===== config.mk =====
export PLATFORM = sky130hd
export DESIGN_NAME = ex_stage
export DESIGN_NICKNAME = d
export VERILOG_FILES = /design/src/isa_pkg.sv /design/src/core_pkg.sv /design/src/ex_stage.sv
export SDC_FILE = /design/constraint.sdc
export NUM_CORES = 1
export LEC_CHECK = 0
export ABC_AREA = 1
export BUFFER_PORTS_ARGS = -buffer_cell sky130_fd_sc_hd__buf_2
export CAP_MARGIN = 20
export CORE_MARGIN = 2
export CORE_UTILIZATION = 25
export CTS_CLUSTER_SIZE = 30
export DETAILED_ROUTE_END_ITERATION = 6
export HOLD_SLACK_MARGIN = 0.12
export SYNTH_ARGS = -nofsm -noshare
export SYNTH_HDL_FRONTEND = slang
export SYNTH_SLANG_ARGS = --single-unit
export TNS_END_PERCENT = 50

===== constraint.sdc =====
create_clock -name clock -period 10.35 [get_ports clock]
set_clock_uncertainty 0.05 [all_clocks]
set_input_delay 2.07 -clock clock [delete_from_list [all_inputs] [get_ports clock]]
set_output_delay 2.07 -clock clock [all_outputs]
set_load 0.03 [all_outputs]

===== src/isa_pkg.sv =====
/* rv64 subset encodings */
package isa_pkg;

  localparam logic [6:0] trap_opcode = 7'h6b;

  typedef enum logic [6:0] {
    op_lui    = 7'b0110111,
    op_imm    = 7'b0010011,
    op_reg    = 7'b0110011,
    op_load   = 7'b0000011,
    op_store  = 7'b0100011,
    op_branch = 7'b1100011,
    op_trap   = trap_opcode
  } opcode_t;

  // funct3 fields
  localparam logic [2:0] f3_add   = 3'b000;
  localparam logic [2:0] f3_slt   = 3'b010;
  localparam logic [2:0] f3_xor   = 3'b100;
  localparam logic [2:0] f3_or    = 3'b110;
  localparam logic [2:0] f3_and   = 3'b111;
  localparam logic [2:0] f3_beq   = 3'b000;
  localparam logic [2:0] f3_bne   = 3'b001;
  localparam logic [2:0] f3_dword = 3'b011;

  typedef enum logic [2:0] {
    alu_add,
    alu_sub,
    alu_and,
    alu_or,
    alu_xor,
    alu_slt,
    alu_pass_b
  } alu_op_t;

endpackage


===== src/core_pkg.sv =====
/* core widths and pipeline records */
package core_pkg;

  localparam int xlen = 64;
  localparam int imem_words = 256;
  localparam int dmem_words = 256;
  localparam logic [xlen-1:0] reset_pc = '0;

  typedef struct packed {
    logic [xlen-1:0]   pc;
    logic [31:0]       inst;
    logic [xlen-1:0]   operand_a;
    logic [xlen-1:0]   operand_b;
    logic [xlen-1:0]   store_data;
    logic [xlen-1:0]   branch_offset;
    isa_pkg::alu_op_t  alu_op;
    logic              is_branch;
    logic              branch_ne;
    logic              mem_read;
    logic              mem_write;
    logic              rd_write;
    logic [4:0]        rd_addr;
    logic              is_trap;
  } id_ex_t;

  typedef struct packed {
    logic [xlen-1:0] pc;
    logic [31:0]     inst;
    logic [xlen-1:0] alu_result;
    logic [xlen-1:0] store_data;
    logic            mem_read;
    logic            mem_write;
    logic            rd_write;
    logic [4:0]      rd_addr;
    logic            is_trap;
  } ex_mem_t;

  typedef struct packed {
    logic [xlen-1:0] pc;
    logic [31:0]     inst;
    logic            rd_write;
    logic [4:0]      rd_addr;
    logic [xlen-1:0] rd_data;
  } commit_t;

  // destination of an in-flight instruction, for the decode interlock
  typedef struct packed {
    logic       busy;
    logic [4:0] rd_addr;
  } dest_busy_t;

endpackage


===== src/ex_stage.sv =====
/* execute and branch resolve */
`timescale 1ns/1ns

module ex_stage (
  input  logic                      clock,
  input  logic                      reset,
  input  logic                      id_ex_valid,
  input  core_pkg::id_ex_t          id_ex,
  input  logic                      mem_allowin,
  output logic                      ex_allowin,
  output logic                      ex_mem_valid,
  output core_pkg::ex_mem_t         ex_mem,
  output core_pkg::dest_busy_t      ex_busy,
  output logic                      redirect,
  output logic [core_pkg::xlen-1:0] redirect_pc
);

  localparam int xlen = core_pkg::xlen;

  logic [xlen-1:0] a;
  logic [xlen-1:0] b;
  logic [xlen-1:0] alu_result;
  logic            taken;

  assign a = id_ex.operand_a;
  assign b = id_ex.operand_b;

  // loads and stores use alu_add for the address
  always_comb begin
    case (id_ex.alu_op)
      isa_pkg::alu_add:    alu_result = a + b;
      isa_pkg::alu_sub:    alu_result = a - b;
      isa_pkg::alu_and:    alu_result = a & b;
      isa_pkg::alu_or:     alu_result = a | b;
      isa_pkg::alu_xor:    alu_result = a ^ b;
      isa_pkg::alu_slt:    alu_result = {{(xlen-1){1'b0}}, $signed(a) < $signed(b)};
      isa_pkg::alu_pass_b: alu_result = b;
      default:             alu_result = a + b;
    endcase
  end

  assign taken = id_ex.is_branch && (id_ex.branch_ne ? (a != b) : (a == b));

  assign ex_allowin = !ex_mem_valid || mem_allowin;
  // fires only in the cycle the branch moves on
  assign redirect = id_ex_valid && taken && ex_allowin;
  assign redirect_pc = id_ex.pc + id_ex.branch_offset;

  assign ex_busy = '{busy: id_ex_valid && id_ex.rd_write, rd_addr: id_ex.rd_addr};

  always_ff @(posedge clock) begin
    if (reset) begin
      ex_mem_valid <= 1'b0;
    end else if (ex_allowin) begin
      ex_mem_valid <= id_ex_valid;
    end
  end

  always_ff @(posedge clock) begin
    if (ex_allowin) begin
      ex_mem.pc <= id_ex.pc;
      ex_mem.inst <= id_ex.inst;
      ex_mem.alu_result <= alu_result;
      ex_mem.store_data <= id_ex.store_data;
      ex_mem.mem_read <= id_ex.mem_read;
      ex_mem.mem_write <= id_ex.mem_write;
      ex_mem.rd_write <= id_ex.rd_write;
      ex_mem.rd_addr <= id_ex.rd_addr;
      ex_mem.is_trap <= id_ex.is_trap;
    end
  end

endmodule


Word-level counts from Yosys, hierarchy flattened
Cells that the tools add are included.
Widths: inputs -> output; s select.
{"block": "totals", "register_bits": 234, "in_bits": 370, "word_cells": 33}
{"block": "classes", "add_sub_neg": 3, "order_cmp": 1, "eq_ne": 8, "muxes": 2, "bitwise": 3, "n_reduce_logical": 6}
{"cell": "$pmux 64 s6", "count": 1}
{"cell": "$add 64x64->64", "count": 2}
{"cell": "$and 64x64->64", "count": 1}
{"cell": "$eq 64x64->1", "count": 1}
{"cell": "$lt 64x64->1", "count": 1}
{"cell": "$ne 64x64->1", "count": 1}
{"cell": "$or 64x64->64", "count": 1}
{"cell": "$sub 64x64->64", "count": 1}
{"cell": "$xor 64x64->64", "count": 1}
{"cell": "$eq 3x3->1 const B", "count": 3}
{"cell": "$eq 3x2->1 const B", "count": 2}
{"cell": "$logic_and 1x1->1", "count": 4}
{"cell": "$eq 3x1->1 const B", "count": 1}
{"cell": "$logic_not 1->1", "count": 1}
{"cell": "$logic_or 1x1->1", "count": 1}
{"cell": "$mux 1", "count": 1}

Logic depth before layout (Yosys ltp)
{"block": "depth", "depth_word": 5, "mapped_depth": 18}

Worst setup path before layout
No wires, ideal clock.
{"block": "synth_timing", "kind": "input to output", "from": "input mem_allowin", "to": "output redirect", "t_arrival_ps": 8213, "required_ps": 8230, "setup_slack_ps": 17, "path_stages": 4, "n_path_buf": 0, "path_cell_list": "inv_1 -> nand2_1 -> nand3_1 -> a21oi_1"}
{"block": "synth_via", "elab_chain_cells": 2}
{"item": "start, declared", "line_no": "ex_stage.sv:9", "text": "input logic mem_allowin,"}
{"item": "$logic_or 1x1->1", "line_no": "ex_stage.sv:44", "text": "assign ex_allowin = !ex_mem_valid || mem_allowin;"}
{"item": "net ex_allowin", "line_no": "ex_stage.sv:10", "text": "output logic ex_allowin,"}
{"item": "$logic_and 1x1->1", "line_no": "ex_stage.sv:46", "text": "assign redirect = id_ex_valid && taken && ex_allowin;"}
{"item": "end, declared", "line_no": "ex_stage.sv:14", "text": "output logic redirect,"}
The timed path passes the listed nets, and every way through them passes these cells.

Worst setup path in the final report
{"block": "layout_timing", "from": "input id_ex[302] (netlist bit)", "to": "output redirect_pc[50] (netlist bit)"}
{"block": "layout_via", "elab_chain_cells": 1}
{"item": "start, declared", "line_no": "ex_stage.sv:8", "text": "input core_pkg::id_ex_t id_ex,"}
{"item": "$add 64x64->64", "line_no": "ex_stage.sv:47", "text": "assign redirect_pc = id_ex.pc + id_ex.branch_offset;"}
{"item": "end, declared", "line_no": "ex_stage.sv:15", "text": "output logic [core_pkg::xlen-1:0] redirect_pc"}
No other way between the ends.

==> key figures <==
Outcome
  – Outcome: finished clean

STA
  – RSZ-0062 raised after global routing: no
  – Final setup viols: 0
  – Pins Over Slew Limit: 0
  – Hold slack: 931.6 ps
  – Min Tclk post-route: 6998 ps
  – Max-slew headroom: 31.44%
  – Final worst slack: 3352 ps
  – Fmax: 142.9 MHz
  – Final Cycle Share: 67.61%
  – Hold Fails Final Rpt: 0
  – Least-Margin Pin Slew: 1027 ps
  – Post-route setup TNS: 0 ps

Setup path
  – Kind of critical path: in2out
  – Crit end category: primary output
  – WP data required: between 8000 and 9000 ps
  – Startpoint types: input pin
  – Crit path DAT: 4880 ps
  – Crit Path Max Fanout: 4

Logic synthesis
  – Number of synthesized flops with an enable pin: 233
  – Netlist cell types: 56
  – Synth Area per Inst: 6.610 sq um
  – Synth area leaders: edfxtp_1, nand2_1, ha_1, inv_1, nor2_1
  – Async S/R FF share, synth: 0%
  – Syn Nets: 4570
  – Seq/Total Area, Yosys: 26.93%
  – Area leader, netlist: edfxtp_1
  – Post-synth top flop: edfxtp_1
  – Gate Count Post-Synth: 3942
  – #FFs+latches synth: 234
  – Syn Std Cell Area: approximately 26000 sq um
  – Share of the synthesized area in the top cell type: 26.85%
  – Synthesis Warnings: 0

Floorplanning
  – Io pins: 676
  – Die Span X: 326.8 microns
  – Chip height: 326.8 microns
  – Num rows: 118
  – Initial core utilization: 25.17%
  – Core area: 103500 sq um
  – Die footprint: 106800 sq um

Clocking
  – CTS tree: done
  – Hold Buf Count CTS: 0
  – Buffer count from post-CTS setup fixing: 0
  – Clock root cell: clkbuf_16
  – CTS Sinks: 234
  – CTS Buf Count: 30
  – Clock Path Buffers: 3
  – Deepest level of the CTS H-tree: 1
  – Worst-path clk slew: 60 ps
  – CTS resizes: 0
  – Clock latency on the worst-skew pair: 600 ps

Routing
  – Routed Antenna Nets: 0
  – Residual DRC: 0
  – Detailed Route WL: 142200 microns
  – Post-DR vias/cell: 4.889
  – Drt pass-1 iters: 6
  – Wire per inst: around 24 microns
  – DRT iter0 DRCs: 2487
  – Routed via count: between 20000 and 30000

Final layout
  – Commonest non-fill, non-tap cell in the layout: nand2_1
  – Commonest cells after routing, fill and taps aside: nand2_1, inv_1, buf_2
  – Reg area: 7017 sq um
  – Share of cells above drive strength 1: 18.53%
  – Area of the multi-input gates: 15660 sq um
  – FILL cells: 11530
  – Final std cells w/o fill: 5988
  – Area Growth Syn to Fin: 21.97%
  – Nets: approximately 5200

Hold path
  – HP Class: reg2reg

Placed design
  – Cells after DPL: 5923
  – PortBufs: ~680
  – Worst slack at placement: roughly 3300 ps
  – Post-DP HPWL: 123000 microns
  – Routability Congestion: between 1 and 1.5

Global route
  – Initial antenna violation count: 45
  – Number of global-route vias before repair: 28300
  – Global-route wire length before repair: 196500 microns
  – Gr ovfl total: 0
  – Gr usage total: between 20% and 30%
  – Pin count of the biggest net entering global routing: 67

Power and ir drop
  – Leak: 0.01615 uW
  – Cell Pwr Density: ~130 nW/um^2
  – Peak VDD IR: 0.0001529 V

Job
  – Max-Cap Viols: 0
final timing paths:
path / start / to / slack, ps / depth (start not counted)
max: id_ex[302] / redirect_pc[50] / 3350 / 14
min: ex_mem_valid / ex_mem[93] / 930 / 2
max reg2reg: ex_mem_valid / ex_mem[206] / 8000 / 3
min reg2reg: ex_mem_valid / ex_mem[93] / 930 / 2
area by class of cell:
class                      count  share of cell area, %
multi-input combinational   2869                  49.26
sequential                   234                  22.08
timing repair buffer         691                  11.01
inverter                     749                  8.871
tap                         1380                  5.434
clock buffer                  37                  2.544
clock inverter                18                 0.7205
antenna                       10                0.07875
Yosys cell counts (6+ instances only):
| cell | instances |
|---|---|
| a21oi_1 | 295 |
| buf_4 | 19 |
| nor2_4 | 9 |
| nand3_1 | 279 |
| a21o_1 | 6 |
| o21ai_0 | 177 |
| nor3_1 | 35 |
| o21bai_1 | 33 |
| buf_2 | 25 |
| buf_6 | 21 |
| nor2_2 | 14 |
| a31oi_1 | 6 |
| xor2_1 | 60 |
| edfxtp_1 | 233 |
| o21ai_1 | 8 |
| nand3_2 | 8 |
| clkbuf_1 | 23 |
| o221ai_1 | 6 |
| ha_1 | 255 |
| nor4_1 | 7 |
| a221oi_1 | 41 |
| inv_2 | 18 |
| nand2_2 | 32 |
| nor2_1 | 402 |
| nand2_1 | 1024 |
| inv_1 | 724 |
| nand2_4 | 8 |
| o22ai_1 | 43 |
| nand4_1 | 48 |
| o211ai_1 | 7 |
| xnor2_1 | 12 |
cell families after synthesis:
logic type      after synthesis  synth area share (%)
simple gates               1886                 30.70
compound gates              653                 14.36
buf+inv                     839                 13.11
fa+ha+maj                   258                 12.48
flops                       234                 26.93
xor+xnor                     72                 2.420
per-stage QoR:
stage	power [uW]	util [%]	instance area (sq um)
floorplan	2283	-	26060
global placement	2946	29.68	30720
detailed placement	2946	29.68	30720
CTS	4111	30.68	31750
global route	4279	30.69	31770
finish	4072	30.70	31780
worst max-delay path, stage by stage:
cell      delay (ps)
buf_2             90
ha_1             230
inv_1             70
fa_1             410
nand3b_1         170
nand2_1          190
a21oi_1          190
o21bai_1         520
nand3_1          130
nand2_1          200
nand2_1           80
nand3_1          120
xor2_1           170
buf_2            240
metal layers:
layer  track usage [%]  wire length [microns]  up-vias
li1                  -                      -    14040
met1             30.23                  55670    13620
met2             46.27                  70190     1344
met3             3.267                   9479      269
met4             10.19                   6818        4
met5                 0                     24        -
state kept, by name, summed over array words and instances, names as in the netlist:
signal	cells
ex_mem	233
ex_mem_valid	1
power breakdown:
group / leakage [uW] / switching, uW / internal, uW / total (uW)
sequential: 0.00245 / 38.7 / 1150 / 1190
clock: 0.000508 / 449 / 677 / 1130
combinational: 0.0132 / 1290 / 466 / 1760
total: 0.0162 / 1780 / 2290 / 4070
Power figures use the tool's default switching activity.
