<file path="src/isa_pkg.sv">
/* rv64 subset encodings */
package isa_pkg;

  localparam logic [6:0] trap_opcode = 7'h6b;

  typedef enum logic [6:0] {
    op_lui    = 7'b0110111,
    op_imm    = 7'b0010011,
    op_reg    = 7'b0110011,
    op_load   = 7'b0000011,
    op_store  = 7'b0100011,
    op_branch = 7'b1100011,
    op_trap   = trap_opcode
  } opcode_t;

  // funct3 fields
  localparam logic [2:0] f3_add   = 3'b000;
  localparam logic [2:0] f3_slt   = 3'b010;
  localparam logic [2:0] f3_xor   = 3'b100;
  localparam logic [2:0] f3_or    = 3'b110;
  localparam logic [2:0] f3_and   = 3'b111;
  localparam logic [2:0] f3_beq   = 3'b000;
  localparam logic [2:0] f3_bne   = 3'b001;
  localparam logic [2:0] f3_dword = 3'b011;

  typedef enum logic [2:0] {
    alu_add,
    alu_sub,
    alu_and,
    alu_or,
    alu_xor,
    alu_slt,
    alu_pass_b
  } alu_op_t;

endpackage

</file>
<file path="src/core_pkg.sv">
/* core widths and pipeline records */
package core_pkg;

  localparam int xlen = 64;
  localparam int imem_words = 256;
  localparam int dmem_words = 256;
  localparam logic [xlen-1:0] reset_pc = '0;

  typedef struct packed {
    logic [xlen-1:0]   pc;
    logic [31:0]       inst;
    logic [xlen-1:0]   operand_a;
    logic [xlen-1:0]   operand_b;
    logic [xlen-1:0]   store_data;
    logic [xlen-1:0]   branch_offset;
    isa_pkg::alu_op_t  alu_op;
    logic              is_branch;
    logic              branch_ne;
    logic              mem_read;
    logic              mem_write;
    logic              rd_write;
    logic [4:0]        rd_addr;
    logic              is_trap;
  } id_ex_t;

  typedef struct packed {
    logic [xlen-1:0] pc;
    logic [31:0]     inst;
    logic [xlen-1:0] alu_result;
    logic [xlen-1:0] store_data;
    logic            mem_read;
    logic            mem_write;
    logic            rd_write;
    logic [4:0]      rd_addr;
    logic            is_trap;
  } ex_mem_t;

  typedef struct packed {
    logic [xlen-1:0] pc;
    logic [31:0]     inst;
    logic            rd_write;
    logic [4:0]      rd_addr;
    logic [xlen-1:0] rd_data;
  } commit_t;

  // destination of an in-flight instruction, for the decode interlock
  typedef struct packed {
    logic       busy;
    logic [4:0] rd_addr;
  } dest_busy_t;

endpackage

</file>
<file path="src/id_stage.sv">
/* decode and interlock */
`timescale 1ns/1ns

module id_stage (
  input  logic                      clock,
  input  logic                      reset,
  input  logic                      if_id_valid,
  input  logic [core_pkg::xlen-1:0] if_pc,
  input  logic [31:0]               if_inst,
  input  logic                      ex_allowin,
  input  logic                      redirect,
  input  core_pkg::dest_busy_t      ex_busy,
  input  core_pkg::dest_busy_t      mem_busy,
  output logic [4:0]                rs1_addr,
  output logic [4:0]                rs2_addr,
  input  logic [core_pkg::xlen-1:0] rs1_data,
  input  logic [core_pkg::xlen-1:0] rs2_data,
  output logic                      id_allowin,
  output logic                      id_ex_valid,
  output core_pkg::id_ex_t          id_ex
);

  localparam int xlen = core_pkg::xlen;

  isa_pkg::opcode_t  opcode;
  logic [2:0]        funct3;
  logic [xlen-1:0]   imm_i;
  logic [xlen-1:0]   imm_s;
  logic [xlen-1:0]   imm_b;
  logic [xlen-1:0]   imm_u;
  logic              uses_rs1;
  logic              uses_rs2;
  logic              rs1_hazard;
  logic              rs2_hazard;
  logic              stall;
  logic              slot_free;
  core_pkg::id_ex_t  dec;

  function automatic isa_pkg::alu_op_t alu_sel(input logic [2:0] f3, input logic sub);
    isa_pkg::alu_op_t op;
    case (f3)
      isa_pkg::f3_add: op = sub ? isa_pkg::alu_sub : isa_pkg::alu_add;
      isa_pkg::f3_slt: op = isa_pkg::alu_slt;
      isa_pkg::f3_xor: op = isa_pkg::alu_xor;
      isa_pkg::f3_or:  op = isa_pkg::alu_or;
      isa_pkg::f3_and: op = isa_pkg::alu_and;
      default:         op = isa_pkg::alu_add;
    endcase
    return op;
  endfunction

  function automatic logic hits(input logic [4:0] rs, input core_pkg::dest_busy_t dest);
    return rs != 5'd0 && dest.busy && dest.rd_addr == rs;
  endfunction

  assign opcode = isa_pkg::opcode_t'(if_inst[6:0]);
  assign funct3 = if_inst[14:12];
  assign rs1_addr = if_inst[19:15];
  assign rs2_addr = if_inst[24:20];

  assign imm_i = {{(xlen-12){if_inst[31]}}, if_inst[31:20]};
  assign imm_s = {{(xlen-12){if_inst[31]}}, if_inst[31:25], if_inst[11:7]};
  assign imm_b = {{(xlen-12){if_inst[31]}}, if_inst[7], if_inst[30:25], if_inst[11:8], 1'b0};
  assign imm_u = {{(xlen-32){if_inst[31]}}, if_inst[31:12], 12'b0};

  always_comb begin
    dec = '0;
    dec.pc = if_pc;
    dec.inst = if_inst;
    dec.operand_a = rs1_data;
    dec.operand_b = rs2_data;
    dec.store_data = rs2_data;
    dec.branch_offset = imm_b;
    dec.alu_op = isa_pkg::alu_add;
    dec.rd_addr = if_inst[11:7];
    uses_rs1 = 1'b0;
    uses_rs2 = 1'b0;
    case (opcode)
      isa_pkg::op_lui: begin
        dec.operand_b = imm_u;
        dec.alu_op = isa_pkg::alu_pass_b;
        dec.rd_write = 1'b1;
      end
      isa_pkg::op_imm: begin
        // bit 30 belongs to the immediate here
        dec.operand_b = imm_i;
        dec.alu_op = alu_sel(funct3, 1'b0);
        dec.rd_write = 1'b1;
        uses_rs1 = 1'b1;
      end
      isa_pkg::op_reg: begin
        dec.alu_op = alu_sel(funct3, if_inst[30]);
        dec.rd_write = 1'b1;
        uses_rs1 = 1'b1;
        uses_rs2 = 1'b1;
      end
      isa_pkg::op_load: begin
        if (funct3 == isa_pkg::f3_dword) begin
          dec.operand_b = imm_i;
          dec.mem_read = 1'b1;
          dec.rd_write = 1'b1;
          uses_rs1 = 1'b1;
        end
      end
      isa_pkg::op_store: begin
        if (funct3 == isa_pkg::f3_dword) begin
          dec.operand_b = imm_s;
          dec.mem_write = 1'b1;
          uses_rs1 = 1'b1;
          uses_rs2 = 1'b1;
        end
      end
      isa_pkg::op_branch: begin
        if (funct3 == isa_pkg::f3_beq || funct3 == isa_pkg::f3_bne) begin
          dec.is_branch = 1'b1;
          dec.branch_ne = funct3 == isa_pkg::f3_bne;
          uses_rs1 = 1'b1;
          uses_rs2 = 1'b1;
        end
      end
      isa_pkg::op_trap: dec.is_trap = 1'b1;
      default: ;
    endcase
  end

  // no forwarding, wait until the producer has written back
  assign rs1_hazard = uses_rs1 && (hits(rs1_addr, ex_busy) || hits(rs1_addr, mem_busy));
  assign rs2_hazard = uses_rs2 && (hits(rs2_addr, ex_busy) || hits(rs2_addr, mem_busy));
  assign stall = if_id_valid && (rs1_hazard || rs2_hazard);

  assign slot_free = !id_ex_valid || ex_allowin;
  assign id_allowin = !if_id_valid || (slot_free && !stall);

  always_ff @(posedge clock) begin
    if (reset || redirect) begin
      id_ex_valid <= 1'b0;
    end else if (slot_free) begin
      id_ex_valid <= if_id_valid && !stall;
    end
  end

  always_ff @(posedge clock) begin
    if (slot_free) begin
      id_ex <= dec;
    end
  end

endmodule

</file>
<file path="config.mk">
export PLATFORM = sky130hd
export DESIGN_NAME = id_stage
export DESIGN_NICKNAME = d
export VERILOG_FILES = /design/src/isa_pkg.sv /design/src/core_pkg.sv /design/src/id_stage.sv
export SDC_FILE = /design/constraint.sdc
export NUM_CORES = 1
export LEC_CHECK = 0
export BUFFER_PORTS_ARGS = -buffer_cell sky130_fd_sc_hd__buf_2
export CORE_AREA = 2 2 240 242
export DETAILED_ROUTE_END_ITERATION = 6
export DIE_AREA = 0 0 242 244
export HOLD_SLACK_MARGIN = 0.03
export SLEW_MARGIN = 10
export SYNTH_ARGS = -nofsm -noshare
export SYNTH_HDL_FRONTEND = slang
export SYNTH_SLANG_ARGS = --single-unit
</file>
<file path="constraint.sdc">
create_clock -name clock -period 13.3 [get_ports clock]
set_clock_uncertainty 0.15 [all_clocks]
set_input_delay 2.66 -clock clock [delete_from_list [all_inputs] [get_ports clock]]
set_output_delay 2.66 -clock clock [all_outputs]
set_load 0.02 [all_outputs]
</file>
* After elaboration in Yosys (flattened, before gate mapping)
Cells that the tools add are included. Widths: inputs -> output; s select.
Cells by class: multiplexer cells 14, eq/ne operators 17, reductions and logical operators 30
Operator list (count):
- $pmux 64 s4 | 1
- $mux 64 | 2
- $eq 7x6->1 const B | 3
- $eq 5x5->1 | 4
- $pmux 3 s5 | 1
- $eq 7x7->1 const B | 2
- $logic_and 1x1->1 | 13
- $pmux 3 s4 | 1
- $reduce_bool 5->1 | 2
- $eq 3x3->1 const B | 3
- $pmux 3 s3 | 1
- $eq 7x2->1 const B | 1
- $eq 7x5->1 const B | 1
- $logic_or 1x1->1 | 7
- $eq 3x2->1 const B | 2
- $pmux 1 s3 | 2
- $mux 1 | 4
- $reduce_or 2->1 | 2
- $eq 3x1->1 const B | 1
- $logic_not 1->1 | 3
- $logic_not 3->1 | 1
- $reduce_or 3->1 | 1
- $mux 2 | 1
- $pmux 1 s2 | 1
- $reduce_and 2->1 | 1
Word-level totals: input port bits 241, word-level logic and storage cells 76, register bits after elaboration 315, output and inout bits 378

* Depth between registers and ports, before layout
word-level depth 10, mapped depth 8, gate-level depth less buffers 5

* Least setup slack after synthesis
OpenSTA, ideal clock, no wires.
path kind in2reg, from in ex_allowin, to reg id_ex[0] in the netlist's numbering (enable), buffers on the path 0, arrival 8456 ps, required time 12502 ps, stages on the path 2, path slack 4046 ps, setup time 648 ps, path through nor2b_1 inv_1
On the way: cells in the longest elaborated chain, start to end 1
RTL lines:
- start, declared | RTL line id_stage.sv:10 | input logic ex_allowin,
- $logic_or 1x1->1 | RTL line id_stage.sv:131 | assign slot_free = !id_ex_valid || ex_allowin;
- named net slot_free | RTL line id_stage.sv:36 | logic slot_free;
- end signal, assigned | RTL line id_stage.sv:144 | id_ex <= dec;
- end, declared | RTL line id_stage.sv:20 | output core_pkg::id_ex_t id_ex
The timed path passes the listed nets, and every way through them passes these cells. A chain may end at the register's enable or synchronous reset.

* Final worst setup path
from in if_inst[3], to out id_allowin
On the way: cells in the longest elaborated chain, start to end 9, elaborated cells between the ends (all ways) 16, those cells by class eq/ne: 5; mux: 2; reduce/logical: 9
RTL lines:
- start, declared | RTL line id_stage.sv:9 | input logic [31:0] if_inst,
- $eq 7x6->1, or another cell as far along | RTL line id_stage.sv:78 | case (opcode)
- $reduce_or 2->1 (no source line)
- $pmux 1 s3 | RTL line id_stage.sv:78
- $logic_and 1x1->1 | RTL line id_stage.sv:127 | assign rs1_hazard = uses_rs1 && (hits(rs1_addr, ex_busy) || hits(rs1_addr, mem_busy));
- $logic_or 1x1->1 * | RTL line id_stage.sv:129 | assign stall = if_id_valid && (rs1_hazard || rs2_hazard);
- $logic_and 1x1->1 * | RTL line id_stage.sv:129
- $logic_not 1->1 * | RTL line id_stage.sv:132 | assign id_allowin = !if_id_valid || (slot_free && !stall);
- $logic_and 1x1->1 * | RTL line id_stage.sv:132
- $logic_or 1x1->1 * | RTL line id_stage.sv:132
- end, declared | RTL line id_stage.sv:18 | output logic id_allowin,
Mark *: on every way between the ends. The rest lies on a longest branch, timed or not.

==> metrics.yaml <==
sta:
  fin_setup_tns_ps: 0
  rsz0062_at_grt: "false"
  tightest_slew_ps: 1080
  slew_violations: 0
  holdWs_ps: 573
  max_freq_mhz: 131
  relSlewSlack_pct: 28.1
  period_share_pct: 57.3
  setup_violations: 0
  finalHoldViolCount: 0
  period_needed_ps: 7630
synthesis:
  synth-edff-count: 297
  synthesis.nets: 827
  synth_warnings: 0
  netlist-cell-type-count: 46
  synth_cells: 586
  synth-seq-area-share_pct: 82.2
  avgSynthCellArea_sq_um: 18.5
  synthArstFlopShare_pct: 0
  ys.flop_type: "edfxtp_1"
  synth_area_sq_um: 10900
  ys_ff_latch: 298
worst_setup_path:
  crit_slowest_cell: "nor4_4"
  crit_path_max_incr_delay_ps: 720
  worstPathRequired_ps: 10490
  crit_arrival_ps: 4820
  crit_fanout: 8
  rr_worst_depth: 4
  start_kind: "primary input"
  ff2ff_setup_slack_ps: 10060
  r2r_end: "id_ex[303]"
  cp_common_cell: "buf_2"
  endpoint_kind: "output pin"
  crit_chain: "buf_2 > nand4bb_1 > nor4_4 > nor2_1 > a221oi_1 > o31ai_1 > buf_2"
  timing.rr.start: "id_ex_valid"
  critical_path_class: "in -> out"
route:
  via_per_inst: 3.84
  post_drt_wl_per_cell_um: 19.9
  drt_iter0_markers: 465
  postRouteAntennaNets: 0
  routed-via-count: 7458
  firstDrtPassIters: 4
  routed_wl_um: 38600
  drc: 0
global_route:
  grt_use_total_pct: 12.4
  overflow: 0
  grt_pass1_wl_um: 52700
  grt_max_degree: 83
  grt_pass1_vias: 7440
  antenna_found_initial: 19
worst_hold_path:
  hold_path_class: "reg -> reg"
  hp-start: "id_ex_valid"
  min_to: "id_ex_valid"
  hold_depth: 3
place:
  portBuffers: 617
  gp_congestion: 0.931
  place_area_sq_um: 14300
  dpl.cell_count: 1873
  dp_hpwl_um: 29900
clock_network:
  h-tree-depth: 2
  cts_hold_buf: 0
  clk_latency_ps: 530
  post_cts.repair.setup_buffers: 0
  path_clk_slew_ps: 60
  clock_path_buffers: 3
  cts_resized: 0
  cts.sinks: 298
  cts-root-buf: "clkbuf_16"
  cts_buffers: 36
  cts_tree: "yes"
die:
  core_area_sq_um: 56200
  die_y_um: 244
  initial_utilization_pct: 19.3
  ios: 619
  rows: 87
  die_w_um: 242
  die_area_sq_um: 59000
final_layout:
  fill_cells: 5785
  final_common_cell: "buf_2"
  nets: 1396
  final_cells: 1941
  area_growth_pct: 43.2
  final_area_sq_um: 15600
  drive_gt1_share_pct: 58.6
  final_cell_mix: "617 x buf_2, 297 x edfxtp_1, 73 x nand2_1"
power:
  max-vdd-ir-drop_v: 0.000100
  leakage_nw: 6.83
  power.total_mw: 2.43
  power_per_cell_area_nw_per_um2: 156
outcome:
  run_status: "complete, no violations"
flow_run:
  cap_viol_max_count: 0
## per-stage QoR
step | setup WS [ps] | util (%)
after floorplan | 4050 | -
after global placement | 5740 | 25.5
after detailed placement | 5650 | 25.5
after CTS | 5640 | 27.7
after global routing | 5480 | 27.7
final | 5670 | 27.7
## how the worst max path moves through the flow
stage / to / cells after the start / slack [ps] / startpoint
after CTS: id_allowin / 7 / 5640 / if_inst[3]
after detailed placement: id_allowin / 7 / 5650 / if_inst[3]
after global placement: id_allowin / 7 / 5740 / if_inst[3]
final: id_allowin / 7 / 5670 / if_inst[3]
after floorplan: id_ex[0] / 2 / 4050 / ex_allowin
after global routing: id_allowin / 7 / 5480 / if_inst[3]
## area by class of cell
cell class | count | area [sq um] | area share, %
well taps | 756 | 946 | 6.08
clock buffers | 42 | 945 | 6.07
repair buffers | 626 | 3160 | 20.3
multi-input cells | 190 | 1250 | 8.04
flip-flops and latches | 298 | 8940 | 57.4
diodes | 5 | 12.5 | 0.0804
clock inverters | 21 | 299 | 1.92
inverters | 3 | 18.8 | 0.121
## cells by family after synthesis
| kind of cell | after synthesis | synth area share [%] |
|---|---|---|
| buffers and inverters | 98 | 6.37 |
| xor gates and xnor gates | 21 | 1.69 |
| AOI/OAI and AO/OA | 43 | 3.65 |
| DFF | 298 | 82.2 |
| and+or+nand+nor | 125 | 6.01 |
| other | 1 | 0.0345 |
## routing by layer
layer / track usage, % / up-vias / share of wire (%)
met5: 0 / - / 0.14
met4: 5.08 / 8 / 2.8
met3: 4.58 / 77 / 9.7
met2: 20.4 / 438 / 49
met1: 14.6 / 3640 / 38
li1: - / 3295 / -
## sequential cells by signal, summed over array words and instances (netlist names)
register / flops
id_ex_valid: 1
id_ex: 297
## worst max-delay path, delay by kind of cell
| family | cells | cell delay (ps) |
|---|---|---|
| simple gates | 3 | 1340 |
| compound gates | 2 | 480 |
| buf+inv | 2 | 320 |
## where the power goes
group          switching, mW  internal [mW]
Combinational          0.184         0.0869
Sequential            0.0178           1.10
Clock                  0.392          0.647
## synthesized netlist by cell type (2+ instances only)
library cell / number / area share [%]
a22o_1: 6 / 0.48
o31ai_1: 3 / 0.21
clkbuf_1: 5 / 0.17
xor2_1: 16 / 1.3
edfxtp_1: 297 / 82
nor4_4: 2 / 0.39
nor4_1: 6 / 0.35
xnor2_1: 5 / 0.40
nand2b_1: 4 / 0.23
buf_4: 82 / 5.7
buf_2: 7 / 0.32
nand3_1: 7 / 0.32
nand2_1: 73 / 2.5
or2_1: 2 / 0.12
nor2_1: 6 / 0.21
inv_1: 3 / 0.10
o21ai_1: 4 / 0.18
and2_1: 8 / 0.46
a221o_1: 21 / 1.9
nor3_1: 3 / 0.14
Note: power is estimated with default switching activity, not from simulation.
